<file path="config.mk">
export PLATFORM = sky130hd
export DESIGN_NAME = ps2Keyboard
export DESIGN_NICKNAME = d
export VERILOG_FILES = /design/src/verilog/ps2Pkg.sv /design/src/verilog/asciiTranslator.sv /design/src/verilog/ps2FrameReceiver.sv /design/src/verilog/ps2Keyboard.sv /design/src/verilog/ps2LineSync.sv /design/src/verilog/scanCodeDecoder.sv
export SDC_FILE = /design/constraint.sdc
export NUM_CORES = 1
export LEC_CHECK = 0
export BUFFER_PORTS_ARGS = -buffer_cell sky130_fd_sc_hd__buf_4
export CORE_ASPECT_RATIO = 2
export CORE_MARGIN = 1.5
export CORE_UTILIZATION = 55
export DETAILED_ROUTE_END_ITERATION = 7
export GPL_TIMING_DRIVEN = 1
export PLACE_DENSITY = 0.81
export SLEW_MARGIN = 20
export SYNTH_ARGS = -nofsm -noshare
export SYNTH_HDL_FRONTEND = slang
export SYNTH_SLANG_ARGS = --single-unit
</file>
<file path="constraint.sdc">
create_clock -name clk -period 7 [get_ports clk]
set_input_delay 0 -clock clk [delete_from_list [all_inputs] [get_ports clk]]
set_output_delay 0 -clock clk [all_outputs]
set_load 0.005 [all_outputs]
</file>
<file path="src/verilog/ps2Pkg.sv">
package ps2Pkg;

	// Line filter.
	localparam int FILTER_LEN = 4;               // Stable samples before a level change.
	localparam int FILTER_CNT_W = $clog2(FILTER_LEN);
	localparam logic [FILTER_CNT_W-1:0] FILTER_LAST = FILTER_CNT_W'(FILTER_LEN - 1);

	// Frame of a start bit, 8 data bits, odd parity and a stop bit.
	localparam int FRAME_BITS = 11;
	localparam int DATA_BITS = FRAME_BITS - 3;
	localparam logic [2:0] DATA_LAST = 3'(DATA_BITS - 1);

	// Cycles without a keyboard clock edge before a partial frame is dropped.
	localparam int FRAME_TIMEOUT = 2000;
	localparam int TIMEOUT_W = $clog2(FRAME_TIMEOUT);
	localparam logic [TIMEOUT_W-1:0] TIMEOUT_LAST = TIMEOUT_W'(FRAME_TIMEOUT - 1);

	// Prefix bytes.
	localparam logic [7:0] CODE_BREAK = 8'hF0;
	localparam logic [7:0] CODE_EXTEND = 8'hE0;

	// Modifier keys in scan code set 2.
	localparam logic [7:0] CODE_LSHIFT = 8'h12;
	localparam logic [7:0] CODE_RSHIFT = 8'h59;
	localparam logic [7:0] CODE_CTRL = 8'h14;    // Right control carries the E0 prefix.
	localparam logic [7:0] CODE_CAPS = 8'h58;

	typedef enum logic [1:0] {
		RX_IDLE,
		RX_DATA,
		RX_PARITY,
		RX_STOP
	} rxState_t;

	// One received byte.
	typedef struct packed {
		logic [7:0] code;
		logic valid;
	} scanCode_t;

	// A make event with the modifier state at the time of the key.
	typedef struct packed {
		logic [7:0] code;
		logic extended;
		logic shift;      // Either shift held.
		logic ctrl;       // Either control held.
		logic caps;
		logic valid;
	} keyEvent_t;

endpackage

</file>
<file path="src/verilog/asciiTranslator.sv">
module asciiTranslator (
	input logic clk,
	input logic rst,
	input ps2Pkg::keyEvent_t keyEvent,
	output logic [6:0] asciiCode,
	output logic asciiNew
);
	import ps2Pkg::*;

	logic letterHit;
	logic [4:0] letterIdx;        // 0 for a through 25 for z.
	logic plainHit;
	logic [6:0] plainChar;
	logic shiftHit;
	logic [6:0] shiftChar;
	logic mapped;
	logic [6:0] ch;

	// Letter keys.
	always_comb begin
		letterHit = 1'b1;
		case (keyEvent.code)
			8'h1C: letterIdx = 5'd0;
			8'h32: letterIdx = 5'd1;
			8'h21: letterIdx = 5'd2;
			8'h23: letterIdx = 5'd3;
			8'h24: letterIdx = 5'd4;
			8'h2B: letterIdx = 5'd5;
			8'h34: letterIdx = 5'd6;
			8'h33: letterIdx = 5'd7;
			8'h43: letterIdx = 5'd8;
			8'h3B: letterIdx = 5'd9;
			8'h42: letterIdx = 5'd10;
			8'h4B: letterIdx = 5'd11;
			8'h3A: letterIdx = 5'd12;
			8'h31: letterIdx = 5'd13;
			8'h44: letterIdx = 5'd14;
			8'h4D: letterIdx = 5'd15;
			8'h15: letterIdx = 5'd16;
			8'h2D: letterIdx = 5'd17;
			8'h1B: letterIdx = 5'd18;
			8'h2C: letterIdx = 5'd19;
			8'h3C: letterIdx = 5'd20;
			8'h2A: letterIdx = 5'd21;
			8'h1D: letterIdx = 5'd22;
			8'h22: letterIdx = 5'd23;
			8'h35: letterIdx = 5'd24;
			8'h1A: letterIdx = 5'd25;
			default: begin
				letterHit = 1'b0;
				letterIdx = '0;
			end
		endcase
	end

	// Digits and punctuation on the US layout without shift.
	always_comb begin
		plainHit = 1'b1;
		case (keyEvent.code)
			8'h45: plainChar = 7'h30;
			8'h16: plainChar = 7'h31;
			8'h1E: plainChar = 7'h32;
			8'h26: plainChar = 7'h33;
			8'h25: plainChar = 7'h34;
			8'h2E: plainChar = 7'h35;
			8'h36: plainChar = 7'h36;
			8'h3D: plainChar = 7'h37;
			8'h3E: plainChar = 7'h38;
			8'h46: plainChar = 7'h39;
			8'h52: plainChar = 7'h27;
			8'h41: plainChar = 7'h2C;
			8'h4E: plainChar = 7'h2D;
			8'h49: plainChar = 7'h2E;
			8'h4A: plainChar = 7'h2F;
			8'h4C: plainChar = 7'h3B;
			8'h55: plainChar = 7'h3D;
			8'h54: plainChar = 7'h5B;
			8'h5D: plainChar = 7'h5C;
			8'h5B: plainChar = 7'h5D;
			8'h0E: plainChar = 7'h60;
			default: begin
				plainHit = 1'b0;
				plainChar = '0;
			end
		endcase
	end

	// Same keys with shift held.
	always_comb begin
		shiftHit = 1'b1;
		case (keyEvent.code)
			8'h16: shiftChar = 7'h21;
			8'h52: shiftChar = 7'h22;
			8'h26: shiftChar = 7'h23;
			8'h25: shiftChar = 7'h24;
			8'h2E: shiftChar = 7'h25;
			8'h3D: shiftChar = 7'h26;
			8'h46: shiftChar = 7'h28;
			8'h45: shiftChar = 7'h29;
			8'h3E: shiftChar = 7'h2A;
			8'h55: shiftChar = 7'h2B;
			8'h4C: shiftChar = 7'h3A;
			8'h41: shiftChar = 7'h3C;
			8'h49: shiftChar = 7'h3E;
			8'h4A: shiftChar = 7'h3F;
			8'h1E: shiftChar = 7'h40;
			8'h36: shiftChar = 7'h5E;
			8'h4E: shiftChar = 7'h5F;
			8'h54: shiftChar = 7'h7B;
			8'h5D: shiftChar = 7'h7C;
			8'h5B: shiftChar = 7'h7D;
			8'h0E: shiftChar = 7'h7E;
			default: begin
				shiftHit = 1'b0;
				shiftChar = '0;
			end
		endcase
	end

	// Extended keys first, then control, whitespace keys, letters and symbols.
	always_comb begin
		mapped = 1'b1;
		ch = '0;
		if (keyEvent.extended) begin
			mapped = (keyEvent.code == 8'h71);  // Delete.
			ch = 7'h7F;
		end else if (keyEvent.ctrl) begin
			if (letterHit) begin
				ch = 7'(letterIdx) + 7'd1;
			end else begin
				case (keyEvent.code)
					8'h1E: ch = 7'h00;
					8'h54: ch = 7'h1B;
					8'h5D: ch = 7'h1C;
					8'h5B: ch = 7'h1D;
					8'h36: ch = 7'h1E;
					8'h4E: ch = 7'h1F;
					8'h4A: ch = 7'h7F;
					default: mapped = 1'b0;
				endcase
			end
		end else begin
			case (keyEvent.code)
				8'h29: ch = 7'h20;
				8'h66: ch = 7'h08;
				8'h0D: ch = 7'h09;
				8'h5A: ch = 7'h0D;
				8'h76: ch = 7'h1B;
				default: begin
					if (letterHit) begin
						// Shift and caps cancel each other.
						ch = (keyEvent.shift != keyEvent.caps ? 7'h41 : 7'h61) + 7'(letterIdx);
					end else if (keyEvent.shift) begin
						mapped = shiftHit;
						ch = shiftChar;
					end else begin
						mapped = plainHit;
						ch = plainChar;
					end
				end
			endcase
		end
	end

	always_ff @(posedge clk) begin
		if (rst) begin
			asciiNew <= 1'b0;
		end else begin
			asciiNew <= keyEvent.valid && mapped;
		end
	end

	always_ff @(posedge clk) begin
		if (keyEvent.valid && mapped) begin
			asciiCode <= ch;
		end
	end

endmodule

</file>
<file path="src/verilog/ps2FrameReceiver.sv">
module ps2FrameReceiver (
	input logic clk,
	input logic rst,
	input logic ps2Fall,
	input logic dataLevel,
	output ps2Pkg::scanCode_t rxCode,
	output logic frameError
);
	import ps2Pkg::*;

	rxState_t state;
	logic [7:0] shiftReg;
	logic [2:0] bitCount;
	logic parityOk;
	logic [TIMEOUT_W-1:0] idleCount;

	always_ff @(posedge clk) begin
		if (rst) begin
			state <= RX_IDLE;
			bitCount <= '0;
			parityOk <= 1'b0;
			idleCount <= '0;
			rxCode <= '0;
			frameError <= 1'b0;
		end else begin
			rxCode.valid <= 1'b0;
			frameError <= 1'b0;

			// Counts cycles since the last keyboard clock edge.
			if (state == RX_IDLE || ps2Fall) begin
				idleCount <= '0;
			end else begin
				idleCount <= idleCount + 1'b1;
			end

			if (ps2Fall) begin
				case (state)
					RX_IDLE: begin
						if (dataLevel) begin
							frameError <= 1'b1;          // Bad start bit.
						end else begin
							state <= RX_DATA;
							bitCount <= '0;
						end
					end
					RX_DATA: begin
						bitCount <= bitCount + 1'b1;
						if (bitCount == DATA_LAST) begin
							state <= RX_PARITY;
						end
					end
					RX_PARITY: begin
						parityOk <= ^{dataLevel, shiftReg};   // Odd parity.
						state <= RX_STOP;
					end
					RX_STOP: begin
						state <= RX_IDLE;
						if (parityOk && dataLevel) begin
							rxCode.code <= shiftReg;
							rxCode.valid <= 1'b1;
						end else begin
							frameError <= 1'b1;
						end
					end
					default: state <= RX_IDLE;
				endcase
			end else if (state != RX_IDLE && idleCount == TIMEOUT_LAST) begin
				// Keyboard went quiet mid frame. Drop it silently.
				state <= RX_IDLE;
			end
		end
	end

	// Data bits arrive LSB first.
	always_ff @(posedge clk) begin
		if (ps2Fall && state == RX_DATA) begin
			shiftReg <= {dataLevel, shiftReg[7:1]};
		end
	end

endmodule

</file>
<file path="src/verilog/ps2Keyboard.sv">
module ps2Keyboard (
	input logic clk,
	input logic rst,
	input logic ps2Clk,
	input logic ps2Data,
	output logic [7:0] ps2Code,
	output logic ps2CodeNew,
	output logic frameError,
	output logic [6:0] asciiCode,
	output logic asciiNew
);
	import ps2Pkg::*;

	logic ps2Fall;
	logic dataLevel;
	scanCode_t rxCode;
	keyEvent_t keyEvent;

	ps2LineSync lineSync (
		.clk(clk),
		.rst(rst),
		.ps2Clk(ps2Clk),
		.ps2Data(ps2Data),
		.ps2Fall(ps2Fall),
		.dataLevel(dataLevel)
	);

	ps2FrameReceiver frameReceiver (
		.clk(clk),
		.rst(rst),
		.ps2Fall(ps2Fall),
		.dataLevel(dataLevel),
		.rxCode(rxCode),
		.frameError(frameError)
	);

	scanCodeDecoder decoder (
		.clk(clk),
		.rst(rst),
		.rxCode(rxCode),
		.keyEvent(keyEvent)
	);

	asciiTranslator translator (
		.clk(clk),
		.rst(rst),
		.keyEvent(keyEvent),
		.asciiCode(asciiCode),
		.asciiNew(asciiNew)
	);

	// Raw bytes go out as received, prefixes included.
	assign ps2Code = rxCode.code;
	assign ps2CodeNew = rxCode.valid;

endmodule

</file>
<file path="src/verilog/ps2LineSync.sv">
module ps2LineSync (
	input logic clk,
	input logic rst,
	input logic ps2Clk,
	input logic ps2Data,
	output logic ps2Fall,
	output logic dataLevel
);
	import ps2Pkg::*;

	// Bit 0 is the keyboard clock, bit 1 the data line.
	logic [1:0] syncA;
	logic [1:0] syncB;
	logic [1:0] level;
	logic [1:0][FILTER_CNT_W-1:0] count;

	always_ff @(posedge clk) begin
		if (rst) begin
			syncA <= '1;
			syncB <= '1;
			level <= '1;                          // Idle lines are high.
			count <= '0;
			ps2Fall <= 1'b0;
		end else begin
			syncA <= {ps2Data, ps2Clk};
			syncB <= syncA;
			for (int i = 0; i < 2; i++) begin
				if (syncB[i] == level[i]) begin
					count[i] <= '0;
				end else if (count[i] == FILTER_LAST) begin
					level[i] <= syncB[i];             // Held long enough, take it.
					count[i] <= '0;
				end else begin
					count[i] <= count[i] + 1'b1;
				end
			end
			// Pulse in the same cycle the filtered clock drops.
			ps2Fall <= level[0] && !syncB[0] && (count[0] == FILTER_LAST);
		end
	end

	assign dataLevel = level[1];

endmodule

</file>
<file path="src/verilog/scanCodeDecoder.sv">
module scanCodeDecoder (
	input logic clk,
	input logic rst,
	input ps2Pkg::scanCode_t rxCode,
	output ps2Pkg::keyEvent_t keyEvent
);
	import ps2Pkg::*;

	logic breakPending;
	logic extendPending;
	logic shiftL;
	logic shiftR;
	logic ctrlL;
	logic ctrlR;
	logic capsOn;

	always_ff @(posedge clk) begin
		if (rst) begin
			breakPending <= 1'b0;
			extendPending <= 1'b0;
			shiftL <= 1'b0;
			shiftR <= 1'b0;
			ctrlL <= 1'b0;
			ctrlR <= 1'b0;
			capsOn <= 1'b0;
			keyEvent <= '0;
		end else begin
			keyEvent.valid <= 1'b0;
			if (rxCode.valid) begin
				case (rxCode.code)
					CODE_BREAK: breakPending <= 1'b1;
					CODE_EXTEND: extendPending <= 1'b1;
					default: begin
						// Final byte of a sequence.
						breakPending <= 1'b0;
						extendPending <= 1'b0;
						case (rxCode.code)
							CODE_LSHIFT: shiftL <= !breakPending;
							CODE_RSHIFT: shiftR <= !breakPending;
							CODE_CTRL: begin
								if (extendPending) begin
									ctrlR <= !breakPending;
								end else begin
									ctrlL <= !breakPending;
								end
							end
							CODE_CAPS: begin
								if (!breakPending) begin
									capsOn <= !capsOn;     // Toggles on make only.
								end
							end
							default: begin
								// Modifier state before this byte.
								keyEvent.code <= rxCode.code;
								keyEvent.extended <= extendPending;
								keyEvent.shift <= shiftL || shiftR;
								keyEvent.ctrl <= ctrlL || ctrlR;
								keyEvent.caps <= capsOn;
								keyEvent.valid <= !breakPending;  // No event on release.
							end
						endcase
					end
				endcase
			end
		end
	end

endmodule
</file>
=== After elaboration in Yosys (flattened, before gate mapping) ===
Index checks and enable logic that the tools add are counted.

* Register bits after elaboration: 74
* Logic and storage cells: 193
* Output and inout bits: 18

* Add/sub/neg operators: 6
* Bitwise operators: 11
* Reduce and logical (&&, ||, !) cells: 43
* Muxes and demuxes: 31
* Equal/unequal tests: 72

{| class="wikitable"
|+ Operator list
! cell !! count
|-
| $pmux 7 s21 || 2
|-
| $eq 8x6->1 const B || 23
|-
| $eq 8x7->1 const B || 23
|-
| $pmux 5 s25 || 1
|-
| $eq 8x5->1 const B || 9
|-
| $pmux 7 s6 || 1
|-
| $pmux 7 s5 || 1
|-
| $mux 7 || 4
|-
| $reduce_or 26->1 || 1
|-
| $reduce_or 21->1 || 1
|-
| $reduce_and 3->1 || 6
|-
| $eq 8x4->1 const B || 2
|-
| $eq 8x8->1 const B || 2
|-
| $reduce_and 4->1 || 3
|-
| $add 11x1->11 const B || 1
|-
| $eq 11x11->1 const B || 1
|-
| $mux 1 || 11
|-
| $not 1->1 || 11
|-
| $reduce_and 2->1 || 5
|-
| $reduce_or 3->1 || 3
|-
| $reduce_xor 9->1 || 1
|-
| $eq 2x2->1 const B || 4
|-
| $mux 2 || 4
|-
| $pmux 2 s4 || 1
|-
| other kinds (25) || 42
|}

=== Depth between registers and ports, before layout ===
* Depth after elaboration: 8
* Gate-level depth with buffers: 11
* Gate-level depth less buffers: 9

=== Cells and area by module ===
A second synthesis with hierarchy kept.

* Cell total of the unflattened synthesis: 564
* Area, all modules: 4819.6 um^2

{| class="wikitable"
|+ Modules (own cells, without submodules)
! module !! instances !! area an instance (um^2) !! cells an instance
|-
| asciiTranslator || 1 || 1948.1 || 276
|-
| ps2FrameReceiver || 1 || 1448.9 || 147
|-
| scanCodeDecoder || 1 || 1019.7 || 108
|-
| ps2LineSync || 1 || 402.9 || 33
|}

=== Least setup slack after synthesis ===
Ideal clock, no wire load.

* Path kind: reg2reg
* Start: reg, netlist name decoder.keyEvent[12]
* End: reg translator.asciiCode[0], enable pin
* Arrival: 2.234 ns
* Stages on the path, launching flop included: 8
* Buffers on the path: 1
* Setup slack: 4.393 ns
* Path through: dfxtp_1 > buf_2 > or4b_4 > nor3_1 > nor2_1 > o311ai_2 > nor3_1 > a21oi_1

* Word-level cells in the longest chain between the ends: 8
* Elaborated cells between the ends (all ways): 66
* Those cells by class: 53 x eq/ne; 8 x mux; 5 x reduce/logical

{| class="wikitable"
|+ Ends and longest elaborated chain
! what !! RTL line !! text
|-
| $eq 8x5->1 (tied with other cells) || asciiTranslator.sv:22 || <nowiki>case (keyEvent.code)</nowiki>
|-
| $reduce_or 26->1 (no line) or $reduce_or 21->1 (tied branches) || n/a ||
|-
| $mux 1, on equally long branches || asciiTranslator.sv:22, asciiTranslator.sv:59, asciiTranslator.sv:91 ||
|-
| $mux 1 || asciiTranslator.sv:150 || <nowiki>if (letterHit) begin</nowiki>
|-
| $mux 1 || asciiTranslator.sv:143 || <nowiki>case (keyEvent.code)</nowiki>
|-
| $mux 1 || asciiTranslator.sv:127 || <nowiki>end else if (keyEvent.ctrl) begin</nowiki>
|-
| $mux 1 * || asciiTranslator.sv:124 || <nowiki>if (keyEvent.extended) begin</nowiki>
|-
| $logic_and 1x1->1 * || asciiTranslator.sv:174 || <nowiki>if (keyEvent.valid && mapped) begin</nowiki>
|-
| end signal, assigned || asciiTranslator.sv:175 || <nowiki>asciiCode <= ch;</nowiki>
|-
| end, declared || asciiTranslator.sv:5 || <nowiki>output logic [6:0] asciiCode,</nowiki>
|}

Every way passes the cells marked *; elsewhere a longest branch is shown, timed or not.
A chain may end at the register's enable or synchronous reset.

=== Worst setup path after layout ===
* Start: reg, netlist name decoder.keyEvent[11]
* End: reg translator.asciiCode[0], enable pin

* Word-level cells in the longest chain between the ends: 8
* Elaborated cells between the ends (all ways): 66
* Those cells by class: 53 x eq/ne; 8 x mux; 5 x reduce/logical

{| class="wikitable"
|+ Ends and longest elaborated chain
! what !! RTL line
|-
| $eq 8x5->1 (tied with other cells) || asciiTranslator.sv:22
|-
| $reduce_or 26->1 (no line) or $reduce_or 21->1 (tied branches) || n/a
|-
| $mux 1, on equally long branches || asciiTranslator.sv:22, asciiTranslator.sv:59, asciiTranslator.sv:91
|-
| $mux 1 || asciiTranslator.sv:150
|-
| $mux 1 || asciiTranslator.sv:143
|-
| $mux 1 || asciiTranslator.sv:127
|-
| $mux 1 * || asciiTranslator.sv:124
|-
| $logic_and 1x1->1 * || asciiTranslator.sv:174
|}

Marked as above.

==> impl_results.md <==
* Status: finished clean
* Iteration-0 DRC Markers at 570
* Most frequent cells in the layout: nor2_1, nand2_1, dfxtp_1, a21oi_1, buf_4
* Core area at between 0.008 and 0.009 sq mm
* Row count at 46
* Post-synthesis sequential area ratio at between 30% and 40%
* Total clock buffers created by CTS at 9
* Synthesized area at 0.00456 sq mm
* WP buf/inv at 0
* Root Driver: clkbuf_16
* Most common cell after layout, fill and taps aside: nor2_1
* Compound-Gate Fraction of Synth Area at 18.0%
* ANT nets after route at 0
* Routed vias/inst at 6.67
* DP Area at 0.00468 sq mm
* Min-Delay Path Class: primary input to flop
* All-Layer GR Usage at between 30% and 40%
* DRC errors left at 0
* Worst path cell trace: nor4b_2, nand2_1, o2bb2ai_1, or4b_1, nor3_1, a21oi_1
* CP peak stage delay at 860 ps
* Syn Inst Count at 558
* Synth Warn # at 0
* RSZ-0062 raised after global routing: no
* Synthesized-area fraction occupied by adder cells at 3.02%
* Vias at about 4400
* FF/Latch Area at ~0.0016 sq mm
* Crit path max-delay family: simple AND/OR/NAND/NOR gates
* Slew @ Worst Pin at slightly above 1000 ps
* Mapped Nets at 573
* Critical path class: flop to flop
* CTS tree: built
* Post-CTS setup buffer count at 0
* Final HPWL DP at approximately 10 mm
* Setup_tns at 0 ps
* Worst EP required at 6970 ps
* # setup viols final at 0
* Tmin final at around 3600 ps
* Uppermost layer routed: met4
* Net count, final at 570
* H-tree depth at 3
* Mux cell area share after synthesis at 3.54%
* Die H at approximately 130 um
* IO Port Bufs at 21
* Met2 wire len at between 7 and 8 mm
* Syn Area/Cell at ~8 sq um
* Fmax achieved at between 200 and 300 MHz
* Final clock skew at approximately 7.3 ps
* Synthesis-stage register bit count at 74
* Die area at a little under 0.009 sq mm
* Simple-Gate Fraction of Synth Area at slightly above 30%
* Top FF cell, synth: dfxtp_1
* Post-synth ARST share at 0%
* Largest cells by area after synthesis: dfxtp_1, edfxtp_1, nor2_1, nand2_1, a21oi_1
* Largest area contributor in the netlist: dfxtp_1
* Pleak at approximately 1.8 nW
* Post-synthesis cell type count at 72
* Largest family of logic cells by synthesized area: simple AND/OR/NAND/NOR gates
* Longest Clk Path Bufs at 2
* RePlAce Congestion at around 0.95
* Slew HR at about a third
* Final hold vios at 0
* Worst Path Arrival at around 3600 ps
* Initial cell density of the core at 57.0%
* XOR/XNOR share of the synthesized area at 3.84%
* CP max-delay cell: dfxtp_1
* Peak supply drop at between 0.0002 and 0.0003 V
* Initial antenna violation count at 0
* Antenna fix cells at 0
* Max Cap Violations at 0
* Multi-input logic area at about 0.0027 sq mm
* # IOs at 22
* CP endpoint kind: flop
* Largest net degree at the start of global routing at 45
* Clk sinks at 74
* Drt wl/cell at 21.2 um
* Startpoint Class: flop
* Power density cells at between 150 and 200 mW/mm^2
* Crit-path max FO at 27
* Top cell type's share of synthesized area at between 20 and 30%
* DR pass1 iterations at 6
* Final instance area at around 0.0051 sq mm
* CTS clock-pin slew for the worst setup and hold paths at 60 ps
* Worst-Skew Late Latency at 340 ps
* Number of global-route vias before repair at ~4300
* Synth-to-Final Area Change at 11.2%
* Grt total ovfl at 0
* Hold Slack at 91.3 ps
* Detailed-route wire length at ~14 mm
* Die Wd at ~67 um
* Met3 WL post-DR at just over 700 um
* Fraction of layout cells with a size suffix above 1 at around 11%
* Post-synth EDFFs at 15
* First-pass GRT wire length at about 22 mm
* Final max-slew violation count at 0
* Layout fillers at 675
* Final period util at 51.5%
* Wl on met1 at roughly 4.6 mm
[registers in the layout, indices dropped and copies added (netlist names)]
register / flops
decoder.ctrlL: 1
decoder.ctrlR: 1
frameReceiver.parityOk: 1
frameReceiver.bitCount: 3
lineSync.syncB: 2
decoder.breakPending: 1
frameReceiver.rxCode: 9
decoder.shiftL: 1
lineSync.level: 2
frameReceiver.state: 2
frameReceiver.idleCount: 11
lineSync.syncA: 2
translator.asciiNew: 1
frameReceiver.shiftReg: 8
decoder.shiftR: 1
decoder.extendPending: 1
frameReceiver.frameError: 1
translator.asciiCode: 7
lineSync.ps2Fall: 1
decoder.capsOn: 1
decoder.keyEvent: 13
lineSync.count: 4
[stage by stage]
stage	worst slack, ps	instances	utilization (%)	total power [W]
after detailed placement	3510	638	58.5	0.000452
after global routing	3220	656	63.4	0.00102
final	3400	656	63.4	0.000990
after CTS	3500	656	63.4	0.000999
after floorplan	4390	558	-	0.000450
after global placement	3640	638	58.5	0.000452
[power breakdown]
group / internal [W] / switching (W) / total [W]
Clock: 0.000366 / 0.000181 / 0.000547
Sequential: 0.000435 / 0.000000564 / 0.000435
Combinational: 0.00000335 / 0.00000535 / 0.00000870
[timing repair]
| item | 4_1_cts | 5_1_grt |
|---|---|---|
| hold buffers | 2 | 0 |
| gates resized for setup | 0 | 0 |
| endpoints found under the hold margin | 2 | 0 |
[worst reg2reg max path, delay by kind of cell, from the launching register on]
| kind | cells | cell delay (ps) |
|---|---|---|
| compound gates | 2 | 940 |
| simple gates | 4 | 1430 |
| flops | 1 | 860 |
[synthesized netlist by cell type, types with 7 or more instances]
cell type	count
xor2_1	7
o31ai_1	7
or3_1	9
nand2b_1	12
nand2_1	60
nand3_1	15
clkbuf_1	25
o22ai_1	7
edfxtp_1	15
ha_1	11
nand4_1	9
xnor2_1	13
inv_1	15
buf_2	8
or2_2	7
nor3_1	24
mux2i_1	15
dfxtp_1	59
nor2_1	61
a21oi_1	38
o21ai_0	21
a211oi_1	7
[per-layer routing]
metal | track usage, % | up-vias
met5 | 0 | -
met4 | 24.1 | 0
met3 | 6.93 | 78
met2 | 58.6 | 225
met1 | 32.7 | 2049
li1 | - | 2024
[kinds of logic (layout without fill, tap and decap cells)]
logic type / after synthesis / after routing
DFF: 74 / 74
and+or+nand+nor: 256 / 256
buffers and inverters: 58 / 60
adders and majority gates: 11 / 11
xor gates and xnor gates: 20 / 20
muxes: 16 / 16
AOI/OAI and AO/OA: 123 / 123
[path summary, 6_finish.rpt]
check | startpoint | to | slack (ps) | cells after the start
worst min-delay path | rst | decoder.keyEvent[4] | 90 | 2
worst max register to register | decoder.keyEvent[11] | translator.asciiCode[0] | 3400 | 6
worst max-delay path | decoder.keyEvent[11] | translator.asciiCode[0] | 3400 | 6
worst min register to register | lineSync.syncA[0] | lineSync.syncB[0] | 430 | 1
[cell type report]
cell class | instances | area share, %
well taps | 96 | 2.37
multi-input cells | 426 | 52.7
clock buffers | 12 | 5.70
inverters | 15 | 1.11
flip-flops and latches | 74 | 32.2
repair buffers | 29 | 4.39
clock inverters | 4 | 1.53
No activity file was read; power rests on OpenSTA's default activity.
